<file path="src/source/isa_pkg.sv">
package isa_pkg;

  //////////////////////////////
  // Major opcodes
  //////////////////////////////

  localparam logic [6:0] OPCODE_LOAD  = 7'b0000011;
  localparam logic [6:0] OPCODE_STORE = 7'b0100011;
  localparam logic [6:0] OPCODE_OPIMM = 7'b0010011;
  localparam logic [6:0] OPCODE_OP    = 7'b0110011;
  localparam logic [6:0] OPCODE_LUI   = 7'b0110111;
  localparam logic [6:0] OPCODE_AMO   = 7'b0101111;

  // funct7 values seen under OP
  localparam logic [6:0] FUNCT7_BASE   = 7'b0000000;
  localparam logic [6:0] FUNCT7_SUB    = 7'b0100000;
  localparam logic [6:0] FUNCT7_MULDIV = 7'b0000001;

  //////////////////////////////
  // AMO funct5 codes
  //////////////////////////////

  localparam logic [4:0] AMO_LR   = 5'b00010;
  localparam logic [4:0] AMO_SC   = 5'b00011;
  localparam logic [4:0] AMO_SWAP = 5'b00001;
  localparam logic [4:0] AMO_ADD  = 5'b00000;
  localparam logic [4:0] AMO_XOR  = 5'b00100;
  localparam logic [4:0] AMO_AND  = 5'b01100;
  localparam logic [4:0] AMO_OR   = 5'b01000;
  localparam logic [4:0] AMO_MIN  = 5'b10000;
  localparam logic [4:0] AMO_MAX  = 5'b10100;
  localparam logic [4:0] AMO_MINU = 5'b11000;
  localparam logic [4:0] AMO_MAXU = 5'b11100;

  // Only word-sized atomics exist on RV32
  localparam logic [2:0] AMO_WIDTH_W = 3'b010;

  //////////////////////////////
  // Instruction word views
  //////////////////////////////

  // Register-register layout
  typedef struct packed {
    logic [6:0] funct7;
    logic [4:0] rs2;
    logic [4:0] rs1;
    logic [2:0] funct3;
    logic [4:0] rd;
    logic [6:0] opcode;
  } instr_r_t;

  // Atomic layout, funct7 split into funct5 and ordering bits
  typedef struct packed {
    logic [4:0] funct5;
    logic       aq;
    logic       rl;
    logic [4:0] rs2;
    logic [4:0] rs1;
    logic [2:0] funct3;
    logic [4:0] rd;
    logic [6:0] opcode;
  } instr_amo_t;

  // Same 32 bits, read whichever way the decoder needs
  typedef union packed {
    instr_r_t   r;
    instr_amo_t amo;
  } instr_u;

endpackage

</file>
<file path="src/source/ctrl_pkg.sv">
package ctrl_pkg;

  //////////////////////////////
  // Operand mux selects
  //////////////////////////////

  typedef enum logic [1:0] {
    OP_A_REGA_OR_FWD = 2'b00,
    OP_A_CURRPC      = 2'b01,
    OP_A_IMM         = 2'b10
  } op_a_sel_e;

  typedef enum logic [1:0] {
    OP_B_REGB_OR_FWD = 2'b00,
    OP_B_IMM         = 2'b01,
    OP_B_NONE        = 2'b10
  } op_b_sel_e;

  // Operand c carries store and AMO write data
  typedef enum logic [1:0] {
    OP_C_NONE        = 2'b00,
    OP_C_REGB_OR_FWD = 2'b01
  } op_c_sel_e;

  //////////////////////////////
  // Execute op codes
  //////////////////////////////

  typedef enum logic [3:0] {
    ALU_ADD  = 4'd0,
    ALU_SUB  = 4'd1,
    ALU_SLL  = 4'd2,
    ALU_SLT  = 4'd3,
    ALU_SLTU = 4'd4,
    ALU_XOR  = 4'd5,
    ALU_SRL  = 4'd6,
    ALU_SRA  = 4'd7,
    ALU_OR   = 4'd8,
    ALU_AND  = 4'd9,
    ALU_LUI  = 4'd10
  } alu_op_e;

  // Encoded exactly as funct3 of the M extension
  typedef enum logic [2:0] {
    MUL_OP_MUL    = 3'd0,
    MUL_OP_MULH   = 3'd1,
    MUL_OP_MULHSU = 3'd2,
    MUL_OP_MULHU  = 3'd3,
    MUL_OP_DIV    = 3'd4,
    MUL_OP_DIVU   = 3'd5,
    MUL_OP_REM    = 3'd6,
    MUL_OP_REMU   = 3'd7
  } mul_op_e;

  //////////////////////////////
  // Decoder control word
  //////////////////////////////

  typedef struct packed {
    logic      match;
    logic      illegal_insn;
    logic      alu_en;
    alu_op_e   alu_op;
    op_a_sel_e alu_op_a_mux_sel;
    op_b_sel_e alu_op_b_mux_sel;
    op_c_sel_e alu_op_c_mux_sel;
    logic      mul_en;
    mul_op_e   mul_op;
    logic      data_req;
    logic      data_we;
    logic [1:0] data_type;
    logic      data_sign_ext;
    logic [5:0] data_atop;
    logic [1:0] rf_re;
    logic      rf_we;
    logic      prepost_useincr;
  } decoder_ctrl_t;

  // Nothing enabled, address adder left in a+imm mode
  localparam decoder_ctrl_t DECODER_CTRL_IDLE = '{
    match:            1'b0,
    illegal_insn:     1'b0,
    alu_en:           1'b0,
    alu_op:           ALU_ADD,
    alu_op_a_mux_sel: OP_A_REGA_OR_FWD,
    alu_op_b_mux_sel: OP_B_NONE,
    alu_op_c_mux_sel: OP_C_NONE,
    mul_en:           1'b0,
    mul_op:           MUL_OP_MUL,
    data_req:         1'b0,
    data_we:          1'b0,
    data_type:        2'b00,
    data_sign_ext:    1'b0,
    data_atop:        6'b000000,
    rf_re:            2'b00,
    rf_we:            1'b0,
    prepost_useincr:  1'b1
  };

endpackage

</file>
<file path="src/source/i_decoder.sv">
`timescale 1ns/1ps

module i_decoder (
  input  isa_pkg::instr_u         instr_i,
  output ctrl_pkg::decoder_ctrl_t decoder_ctrl_o
);

  import isa_pkg::*;
  import ctrl_pkg::*;

  always_comb begin
    decoder_ctrl_o = DECODER_CTRL_IDLE;

    case (instr_i.r.opcode)

      //////////////////////////////
      // Loads and stores
      //////////////////////////////

      OPCODE_LOAD: begin
        decoder_ctrl_o.match            = 1'b1;
        decoder_ctrl_o.alu_op_a_mux_sel = OP_A_REGA_OR_FWD;
        decoder_ctrl_o.alu_op_b_mux_sel = OP_B_IMM;
        decoder_ctrl_o.data_req         = 1'b1;
        // Size from funct3[1:0], funct3[2] means unsigned
        decoder_ctrl_o.data_type        = instr_i.r.funct3[1:0];
        decoder_ctrl_o.data_sign_ext    = ~instr_i.r.funct3[2];
        decoder_ctrl_o.rf_re[0]         = 1'b1;
        decoder_ctrl_o.rf_we            = 1'b1;
        // Address is rs1 + imm
        decoder_ctrl_o.prepost_useincr  = 1'b1;
        // No LD, and no unsigned word on RV32
        if ((instr_i.r.funct3[1:0] == 2'b11) || (instr_i.r.funct3 == 3'b110)) begin
          decoder_ctrl_o.illegal_insn = 1'b1;
        end
      end

      OPCODE_STORE: begin
        decoder_ctrl_o.match            = 1'b1;
        decoder_ctrl_o.alu_op_a_mux_sel = OP_A_REGA_OR_FWD;
        decoder_ctrl_o.alu_op_b_mux_sel = OP_B_IMM;
        // Store data rides on operand c
        decoder_ctrl_o.alu_op_c_mux_sel = OP_C_REGB_OR_FWD;
        decoder_ctrl_o.data_req         = 1'b1;
        decoder_ctrl_o.data_we          = 1'b1;
        decoder_ctrl_o.data_type        = instr_i.r.funct3[1:0];
        decoder_ctrl_o.rf_re            = 2'b11;
        decoder_ctrl_o.prepost_useincr  = 1'b1;
        // SB, SH and SW only
        if (instr_i.r.funct3 >= 3'd3) begin
          decoder_ctrl_o.illegal_insn = 1'b1;
        end
      end

      //////////////////////////////
      // Integer ALU
      //////////////////////////////

      OPCODE_OPIMM: begin
        decoder_ctrl_o.match            = 1'b1;
        decoder_ctrl_o.alu_en           = 1'b1;
        decoder_ctrl_o.alu_op_a_mux_sel = OP_A_REGA_OR_FWD;
        decoder_ctrl_o.alu_op_b_mux_sel = OP_B_IMM;
        decoder_ctrl_o.rf_re[0]         = 1'b1;
        decoder_ctrl_o.rf_we            = 1'b1;
        case (instr_i.r.funct3)
          3'b000: decoder_ctrl_o.alu_op = ALU_ADD;
          3'b010: decoder_ctrl_o.alu_op = ALU_SLT;
          3'b011: decoder_ctrl_o.alu_op = ALU_SLTU;
          3'b100: decoder_ctrl_o.alu_op = ALU_XOR;
          3'b110: decoder_ctrl_o.alu_op = ALU_OR;
          3'b111: decoder_ctrl_o.alu_op = ALU_AND;
          // Shift amount sits in rs2, upper bits must be clean
          3'b001: begin
            decoder_ctrl_o.alu_op = ALU_SLL;
            if (instr_i.r.funct7 != FUNCT7_BASE) begin
              decoder_ctrl_o.illegal_insn = 1'b1;
            end
          end
          default: begin
            // SRLI or SRAI picked by bit 30
            if (instr_i.r.funct7 == FUNCT7_BASE) begin
              decoder_ctrl_o.alu_op = ALU_SRL;
            end else if (instr_i.r.funct7 == FUNCT7_SUB) begin
              decoder_ctrl_o.alu_op = ALU_SRA;
            end else begin
              decoder_ctrl_o.illegal_insn = 1'b1;
            end
          end
        endcase
      end

      OPCODE_OP: begin
        // MULDIV and anything else belong elsewhere
        if ((instr_i.r.funct7 == FUNCT7_BASE) || (instr_i.r.funct7 == FUNCT7_SUB)) begin
          decoder_ctrl_o.match            = 1'b1;
          decoder_ctrl_o.alu_en           = 1'b1;
          decoder_ctrl_o.alu_op_a_mux_sel = OP_A_REGA_OR_FWD;
          decoder_ctrl_o.alu_op_b_mux_sel = OP_B_REGB_OR_FWD;
          decoder_ctrl_o.rf_re            = 2'b11;
          decoder_ctrl_o.rf_we            = 1'b1;
          case ({instr_i.r.funct7, instr_i.r.funct3})
            {FUNCT7_BASE, 3'b000}: decoder_ctrl_o.alu_op = ALU_ADD;
            {FUNCT7_SUB,  3'b000}: decoder_ctrl_o.alu_op = ALU_SUB;
            {FUNCT7_BASE, 3'b001}: decoder_ctrl_o.alu_op = ALU_SLL;
            {FUNCT7_BASE, 3'b010}: decoder_ctrl_o.alu_op = ALU_SLT;
            {FUNCT7_BASE, 3'b011}: decoder_ctrl_o.alu_op = ALU_SLTU;
            {FUNCT7_BASE, 3'b100}: decoder_ctrl_o.alu_op = ALU_XOR;
            {FUNCT7_BASE, 3'b101}: decoder_ctrl_o.alu_op = ALU_SRL;
            {FUNCT7_SUB,  3'b101}: decoder_ctrl_o.alu_op = ALU_SRA;
            {FUNCT7_BASE, 3'b110}: decoder_ctrl_o.alu_op = ALU_OR;
            {FUNCT7_BASE, 3'b111}: decoder_ctrl_o.alu_op = ALU_AND;
            // Bit 30 set on an op that has no alternate form
            default:               decoder_ctrl_o.illegal_insn = 1'b1;
          endcase
        end
      end

      OPCODE_LUI: begin
        // ALU passes the upper immediate straight through
        decoder_ctrl_o.match            = 1'b1;
        decoder_ctrl_o.alu_en           = 1'b1;
        decoder_ctrl_o.alu_op           = ALU_LUI;
        decoder_ctrl_o.alu_op_a_mux_sel = OP_A_IMM;
        decoder_ctrl_o.alu_op_b_mux_sel = OP_B_IMM;
        decoder_ctrl_o.rf_we            = 1'b1;
      end

      default: begin
        // Not ours, stay idle
      end
    endcase
  end

endmodule

</file>
<file path="src/source/m_decoder.sv">
`timescale 1ns/1ps

module m_decoder (
  input  isa_pkg::instr_u         instr_i,
  output ctrl_pkg::decoder_ctrl_t decoder_ctrl_o
);

  import isa_pkg::*;
  import ctrl_pkg::*;

  //////////////////////////////
  // RV32M multiply / divide
  //////////////////////////////

  always_comb begin
    decoder_ctrl_o = DECODER_CTRL_IDLE;

    // Only OP with the MULDIV funct7 is ours
    if ((instr_i.r.opcode == OPCODE_OP) && (instr_i.r.funct7 == FUNCT7_MULDIV)) begin
      decoder_ctrl_o.match    = 1'b1;
      decoder_ctrl_o.mul_en   = 1'b1;
      // All eight funct3 codes are defined
      decoder_ctrl_o.mul_op   = mul_op_e'(instr_i.r.funct3);
      // Both sources read, result written back
      decoder_ctrl_o.rf_re    = 2'b11;
      decoder_ctrl_o.rf_we    = 1'b1;
    end
  end

endmodule

</file>
<file path="src/source/a_decoder.sv">
`timescale 1ns/1ps

module a_decoder (
  input  isa_pkg::instr_u         instr_i,
  output ctrl_pkg::decoder_ctrl_t decoder_ctrl_o
);

  import isa_pkg::*;
  import ctrl_pkg::*;

  // Raw decode before illegal cleanup
  decoder_ctrl_t amo_ctrl;

  //////////////////////////////
  // RV32A word atomics
  //////////////////////////////

  always_comb begin
    amo_ctrl = DECODER_CTRL_IDLE;

    if (instr_i.amo.opcode == OPCODE_AMO) begin
      if (instr_i.amo.funct3 == AMO_WIDTH_W) begin
        amo_ctrl.match            = 1'b1;
        amo_ctrl.data_req         = 1'b1;
        // Word access
        amo_ctrl.data_type        = 2'b10;
        amo_ctrl.data_sign_ext    = 1'b1;
        amo_ctrl.rf_re            = 2'b11;
        amo_ctrl.rf_we            = 1'b1;
        // Address is rs1 alone, no offset
        amo_ctrl.prepost_useincr  = 1'b0;
        amo_ctrl.alu_op_a_mux_sel = OP_A_REGA_OR_FWD;
        // Top bit marks an atomic, low bits carry the operation
        amo_ctrl.data_atop        = {1'b1, instr_i.amo.funct5};

        case (instr_i.amo.funct5)
          AMO_LR: begin
            amo_ctrl.data_we = 1'b0;
          end
          AMO_SC, AMO_SWAP, AMO_ADD, AMO_XOR, AMO_AND, AMO_OR,
          AMO_MIN, AMO_MAX, AMO_MINU, AMO_MAXU: begin
            amo_ctrl.data_we          = 1'b1;
            // rs2 goes out as write data
            amo_ctrl.alu_op_c_mux_sel = OP_C_REGB_OR_FWD;
          end
          default: amo_ctrl.illegal_insn = 1'b1;
        endcase
      end else begin
        // Byte, half and double atomics do not exist here
        amo_ctrl.illegal_insn = 1'b1;
      end
    end
  end

  // Illegal result carries no partial control
  always_comb begin
    if (amo_ctrl.illegal_insn) begin
      decoder_ctrl_o              = DECODER_CTRL_IDLE;
      decoder_ctrl_o.illegal_insn = 1'b1;
    end else begin
      decoder_ctrl_o = amo_ctrl;
    end
  end

endmodule

</file>
<file path="src/source/decoder.sv">
`timescale 1ns/1ps

module decoder (
  input  isa_pkg::instr_u         instr_i,
  input  logic                    illegal_c_insn_i,
  output ctrl_pkg::decoder_ctrl_t decoder_ctrl_o
);

  import ctrl_pkg::*;

  // Per-extension results
  decoder_ctrl_t i_ctrl;
  decoder_ctrl_t m_ctrl;
  decoder_ctrl_t a_ctrl;

  // Merge helpers
  decoder_ctrl_t merged_ctrl;
  logic          any_match;
  logic          any_illegal;

  //////////////////////////////
  // Sub-decoders
  //////////////////////////////

  i_decoder i_decoder_i (
    .instr_i        (instr_i),
    .decoder_ctrl_o (i_ctrl)
  );

  m_decoder m_decoder_i (
    .instr_i        (instr_i),
    .decoder_ctrl_o (m_ctrl)
  );

  a_decoder a_decoder_i (
    .instr_i        (instr_i),
    .decoder_ctrl_o (a_ctrl)
  );

  //////////////////////////////
  // Combiner
  //////////////////////////////

  assign any_match   = i_ctrl.match | m_ctrl.match | a_ctrl.match;
  assign any_illegal = i_ctrl.illegal_insn | m_ctrl.illegal_insn | a_ctrl.illegal_insn;

  // Ownership is disjoint, so at most one word survives its own match gate
  assign merged_ctrl = decoder_ctrl_t'(
                         ({$bits(decoder_ctrl_t){i_ctrl.match}} & i_ctrl) |
                         ({$bits(decoder_ctrl_t){m_ctrl.match}} & m_ctrl) |
                         ({$bits(decoder_ctrl_t){a_ctrl.match}} & a_ctrl));

  // Any reason to reject collapses to idle plus illegal
  always_comb begin
    if (illegal_c_insn_i || any_illegal || !any_match) begin
      decoder_ctrl_o              = DECODER_CTRL_IDLE;
      decoder_ctrl_o.illegal_insn = 1'b1;
    end else begin
      decoder_ctrl_o = merged_ctrl;
    end
  end

endmodule

</file>
<file path="src/source/id_stage.sv">
`timescale 1ns/1ps

module id_stage (
  input  logic                    clk,
  input  logic                    arst_n_i,

  // From IF/ID
  input  logic                    instr_valid_i,
  input  isa_pkg::instr_u         instr_rdata_i,
  input  logic                    illegal_c_insn_i,

  // To EX
  output logic                    ctrl_valid_o,
  output ctrl_pkg::decoder_ctrl_t ctrl_o
);

  import ctrl_pkg::*;

  // Combinational decode of the current word
  decoder_ctrl_t dec_ctrl;

  //////////////////////////////
  // Decode
  //////////////////////////////

  decoder decoder_i (
    .instr_i          (instr_rdata_i),
    .illegal_c_insn_i (illegal_c_insn_i),
    .decoder_ctrl_o   (dec_ctrl)
  );

  //////////////////////////////
  // ID/EX register
  //////////////////////////////

  // Valid follows the strobe every cycle
  always_ff @(posedge clk or negedge arst_n_i) begin
    if (!arst_n_i) begin
      ctrl_valid_o <= 1'b0;
    end else begin
      ctrl_valid_o <= instr_valid_i;
    end
  end

  // Control word only moves on a valid input, otherwise holds
  always_ff @(posedge clk or negedge arst_n_i) begin
    if (!arst_n_i) begin
      ctrl_o <= DECODER_CTRL_IDLE;
    end else if (instr_valid_i) begin
      ctrl_o <= dec_ctrl;
    end
  end

endmodule

</file>
<file path="config.mk">
export PLATFORM = sky130hd
export DESIGN_NAME = id_stage
export DESIGN_NICKNAME = d
export VERILOG_FILES = /design/src/source/isa_pkg.sv /design/src/source/ctrl_pkg.sv /design/src/source/i_decoder.sv /design/src/source/m_decoder.sv /design/src/source/a_decoder.sv /design/src/source/decoder.sv /design/src/source/id_stage.sv
export SDC_FILE = /design/constraint.sdc
export NUM_CORES = 1
export LEC_CHECK = 0
export BUFFER_PORTS_ARGS = -buffer_cell sky130_fd_sc_hd__buf_2
export CAP_MARGIN = 40
export CORE_MARGIN = 3
export CORE_UTILIZATION = 44
export CTS_BUF_LIST = sky130_fd_sc_hd__clkbuf_4 sky130_fd_sc_hd__clkbuf_8 sky130_fd_sc_hd__clkbuf_16
export DETAILED_ROUTE_END_ITERATION = 10
export PLACE_DENSITY = 0.83
export SYNTH_ARGS = -nofsm -noshare
export SYNTH_HDL_FRONTEND = slang
export SYNTH_SLANG_ARGS = --single-unit
export TNS_END_PERCENT = 20
</file>
<file path="constraint.sdc">
create_clock -name clk -period 0.8 [get_ports clk]
set_clock_uncertainty 0.05 [all_clocks]
set_input_delay 0.08 -clock clk [delete_from_list [all_inputs] [get_ports clk]]
set_output_delay 0.08 -clock clk [all_outputs]
set_load 0.03 [all_outputs]
</file>
==> results.ini <==
[outcome]
status = finished with violations
violations = negative setup slack

[global_routing]
grt_pass1_wl_mm = 8.83
antenna_found_initial = 0
grt_pass1_vias = 1838
track_usage = 0.258
grt_max_degree = 25
gr-total-overflow = 0

[pwr]
peakVddDrop_v = 0.000846
p_leak_nw = 1.31
sequentialPowerShare = 0.442
clkPwrFrac = 0.375
p_total_w = 0.00346
p_sw_w = 0.000945
power-per-cell-area_nw_per_um2 = 1220
p_comb_frac = 0.183
sw_frac_of_total = 0.273
internal_power_w = 0.00252

[yosys]
synth_top_area_frac = 0.408
yosysUniqueCellTypes = 50
avgSynthCellArea_sq_um = 10.5
async_flop_share = 1.00
ys_warn_count = 0
yosysSeqAreaShare = 0.439
synth_seq_cells = 30
synth_top_area_cell = dfrtp_1
synthCells = 164
synth_area_sq_um = 1720
synth_edf_count = 0
synthFlopType = dfrtp_1
synth_area_leaders = dfrtp_1 (41%), o2bb2ai_2 (7.0%), a22o_1 (4.1%)

[die]
die_height_um = 68.4
die_x_um = 68.4
io_pins = 69
fp-row-count = 22
coreArea_sq_um = 3720
die_area_sq_um = 4680
start_util = 0.462

[worst_setup_path]
ff2ff_setup_slack_ps = 0
crit_start = instr_rdata_i[30]
crit_required_ps = 960
startpoint_type = primary input
worstPathMaxFanout = 4
rr_startpoint = ctrl_o[4]
worst_r2r_path_depth = 1
crit_path_end_kind = flop
path_class = in2reg
r2r_end = ctrl_o[4]
arrival_ps = 1740
endpoint = ctrl_o[22]

[route]
wirelength_mm = 5.56
met2_length_mm = 2.81
firstDrtPassIters = 4
dr_wl_met3_um = 332
wl_per_cell_um = 17.5
drtIter0Drc = 122
avgViaCountPerCell = 5.56
antenna_left = 0
m1WireLength_mm = 2.29
num_vias = 1769
drc = 0
top_layer = met4

[clocking]
htreeDepth = 2
clkTransAtPathRegs_ps = 70
cts_buffers = 5
clk_path_buf_depth = 2
cts_root_buffer = clkbuf_8
cts_tree = built
clock_latency_ps = 290
cts_sinks = 30

[layout]
fin_cells = 318
nFillCells = 237
seq_area_sq_um = 753
design_area_sq_um = 2850
layout.nets = 305
diodes = 0
multi_input_area_sq_um = 952
drive_gt1_frac = 0.533
area_growth_pct = 65.9

[timing]
hold_violations = 0
hold_ws_ps = 30.5
worst_slack_ps = -782
fin_crit_ps = 1580
report.final.slew_viol_count = 0
period_share = 1.98
setup_viol = 60
fmax_mhz = 632
rsz0062_at_grt = yes

[placement]
dp_cells = 306
place.port_buffers = 51
dp_hpwl_mm = 3.87
place_congestion = 0.922
placed_area_sq_um = 2420

[worst_hold_path]
hold_path_class = in2reg

[job]
drv_cap = 0

cell type report:
| type | instances | share of cell area |
|---|---|---|
| multi-input combinational | 115 | 0.335 |
| tap | 48 | 0.0211 |
| clock buffer | 6 | 0.0290 |
| inverter | 7 | 0.00923 |
| clock inverter | 2 | 0.00440 |
| timing repair buffer | 110 | 0.337 |
| sequential | 30 | 0.265 |
cells in the mapped netlist, drive strengths merged (2+ instances only):
master   count
a21o         2
a21oi        8
a22o         8
a2bb2oi      2
a31oi        3
buf          9
clkbuf       4
dfrtp       28
dfstp        2
inv          7
nand2        9
nand2b       2
nand3        2
nand3b       2
nand4b       2
nor2        12
nor2b        2
nor3         7
nor4         2
o21a         2
o21ai        6
o22ai        2
o2bb2ai     14
o32ai        3
or2          3
or3          3
or4          2
xnor2        2
what timing repair did:
| action | CTS | global route |
|---|---|---|
| endpoints found under the hold margin | 30 | 0 |
| pin swaps | 18 | 6 |
| gates cloned | 0 | 0 |
| hold buffers | 1 | 0 |
| endpoints found under the setup margin | 60 | 60 |
| gates resized for setup | 81 | 4 |
| setup buffers | 2 | 2 |
worst min path at each step:
| stage | startpoint | endpoint | slack [ps] | depth (start not counted) |
|---|---|---|---|---|
| after floorplan | arst_n_i | ctrl_o[10] | -270 | 0 |
| after global placement | arst_n_i | ctrl_o[17] | -70 | 1 |
| after detailed placement | arst_n_i | ctrl_o[9] | -70 | 1 |
| after CTS | instr_valid_i | ctrl_valid_o | 20 | 2 |
| after global routing | instr_valid_i | ctrl_valid_o | 30 | 2 |
| final | instr_valid_i | ctrl_valid_o | 30 | 2 |
routing by layer:
layer,track usage,vias to the layer above
li1,-,827
met1,0.300,862
met2,0.447,66
met3,0.0640,14
met4,0.109,0
met5,0,-
state kept, by name, summed over array words and instances (netlist names):
signal,flops
ctrl_valid_o,1
ctrl_o,29
power by group through the flow:
stage	sequential [W]	clock [W]	combinational, W
after floorplan	0.00157	0	0.000230
after global placement	0.00156	0	0.000544
after detailed placement	0.00156	0	0.000553
after CTS	0.00153	0.00131	0.000616
after global routing	0.00153	0.00140	0.000677
final	0.00153	0.00130	0.000634
worst max-delay path: stages:
cell and delay, ps:
buf_6 100, o32ai_4 300, a311oi_1 140, or4_4 470, a211o_1 340, buf_6 140, o22a_1 160
through the flow:
| stage | TNS (ps) | setup slack, ps | util |
|---|---|---|---|
| detailed placement | -31600 | -1160 | 0.652 |
| global placement | -30520 | -1120 | 0.652 |
| finish | -26000 | -782 | 0.766 |
| CTS | -25760 | -793 | 0.753 |
| floorplan | -24990 | -920 | - |
| global route | -28700 | -831 | 0.766 |
logic make-up (layout without fill, tap and decap cells):
logic type / after synthesis / count (layout) / share of synthesized area
buffers and inverters: 20 / 125 / 0.0620
AND/OR/NAND/NOR: 53 / 53 / 0.187
AO/OA/AOI/OAI: 57 / 57 / 0.295
XOR/XNOR: 3 / 3 / 0.0153
flip-flops: 30 / 30 / 0.439
other: 1 / 2 / 0.00219
layout by cell type, fill, tap and decap left out, types with 2 or more instances in the layout:
master and instances:
buf_6 41, a21o_1 2, o2bb2ai_4 2, nor2_1 12, dfstp_2 2, nand2_1 9
o22ai_1 2, nand4b_1 2, a2bb2oi_1 2, or3_1 3, buf_2 14, o2bb2ai_2 6
o21a_1 2, or2_4 2, xnor2_1 2, nand3_1 2, conb_1 2, a31oi_1 3
inv_1 7, dfrtp_1 28, buf_4 53, a22o_1 8, o21ai_1 2, o21ai_0 3
a21oi_1 8, o2bb2ai_1 6, clkbuf_8 6, nand3b_1 2, nand2b_1 2, nor2b_1 2
o32ai_4 2, nor3_1 5, or4_4 2
Power figures use the tool's default switching activity.
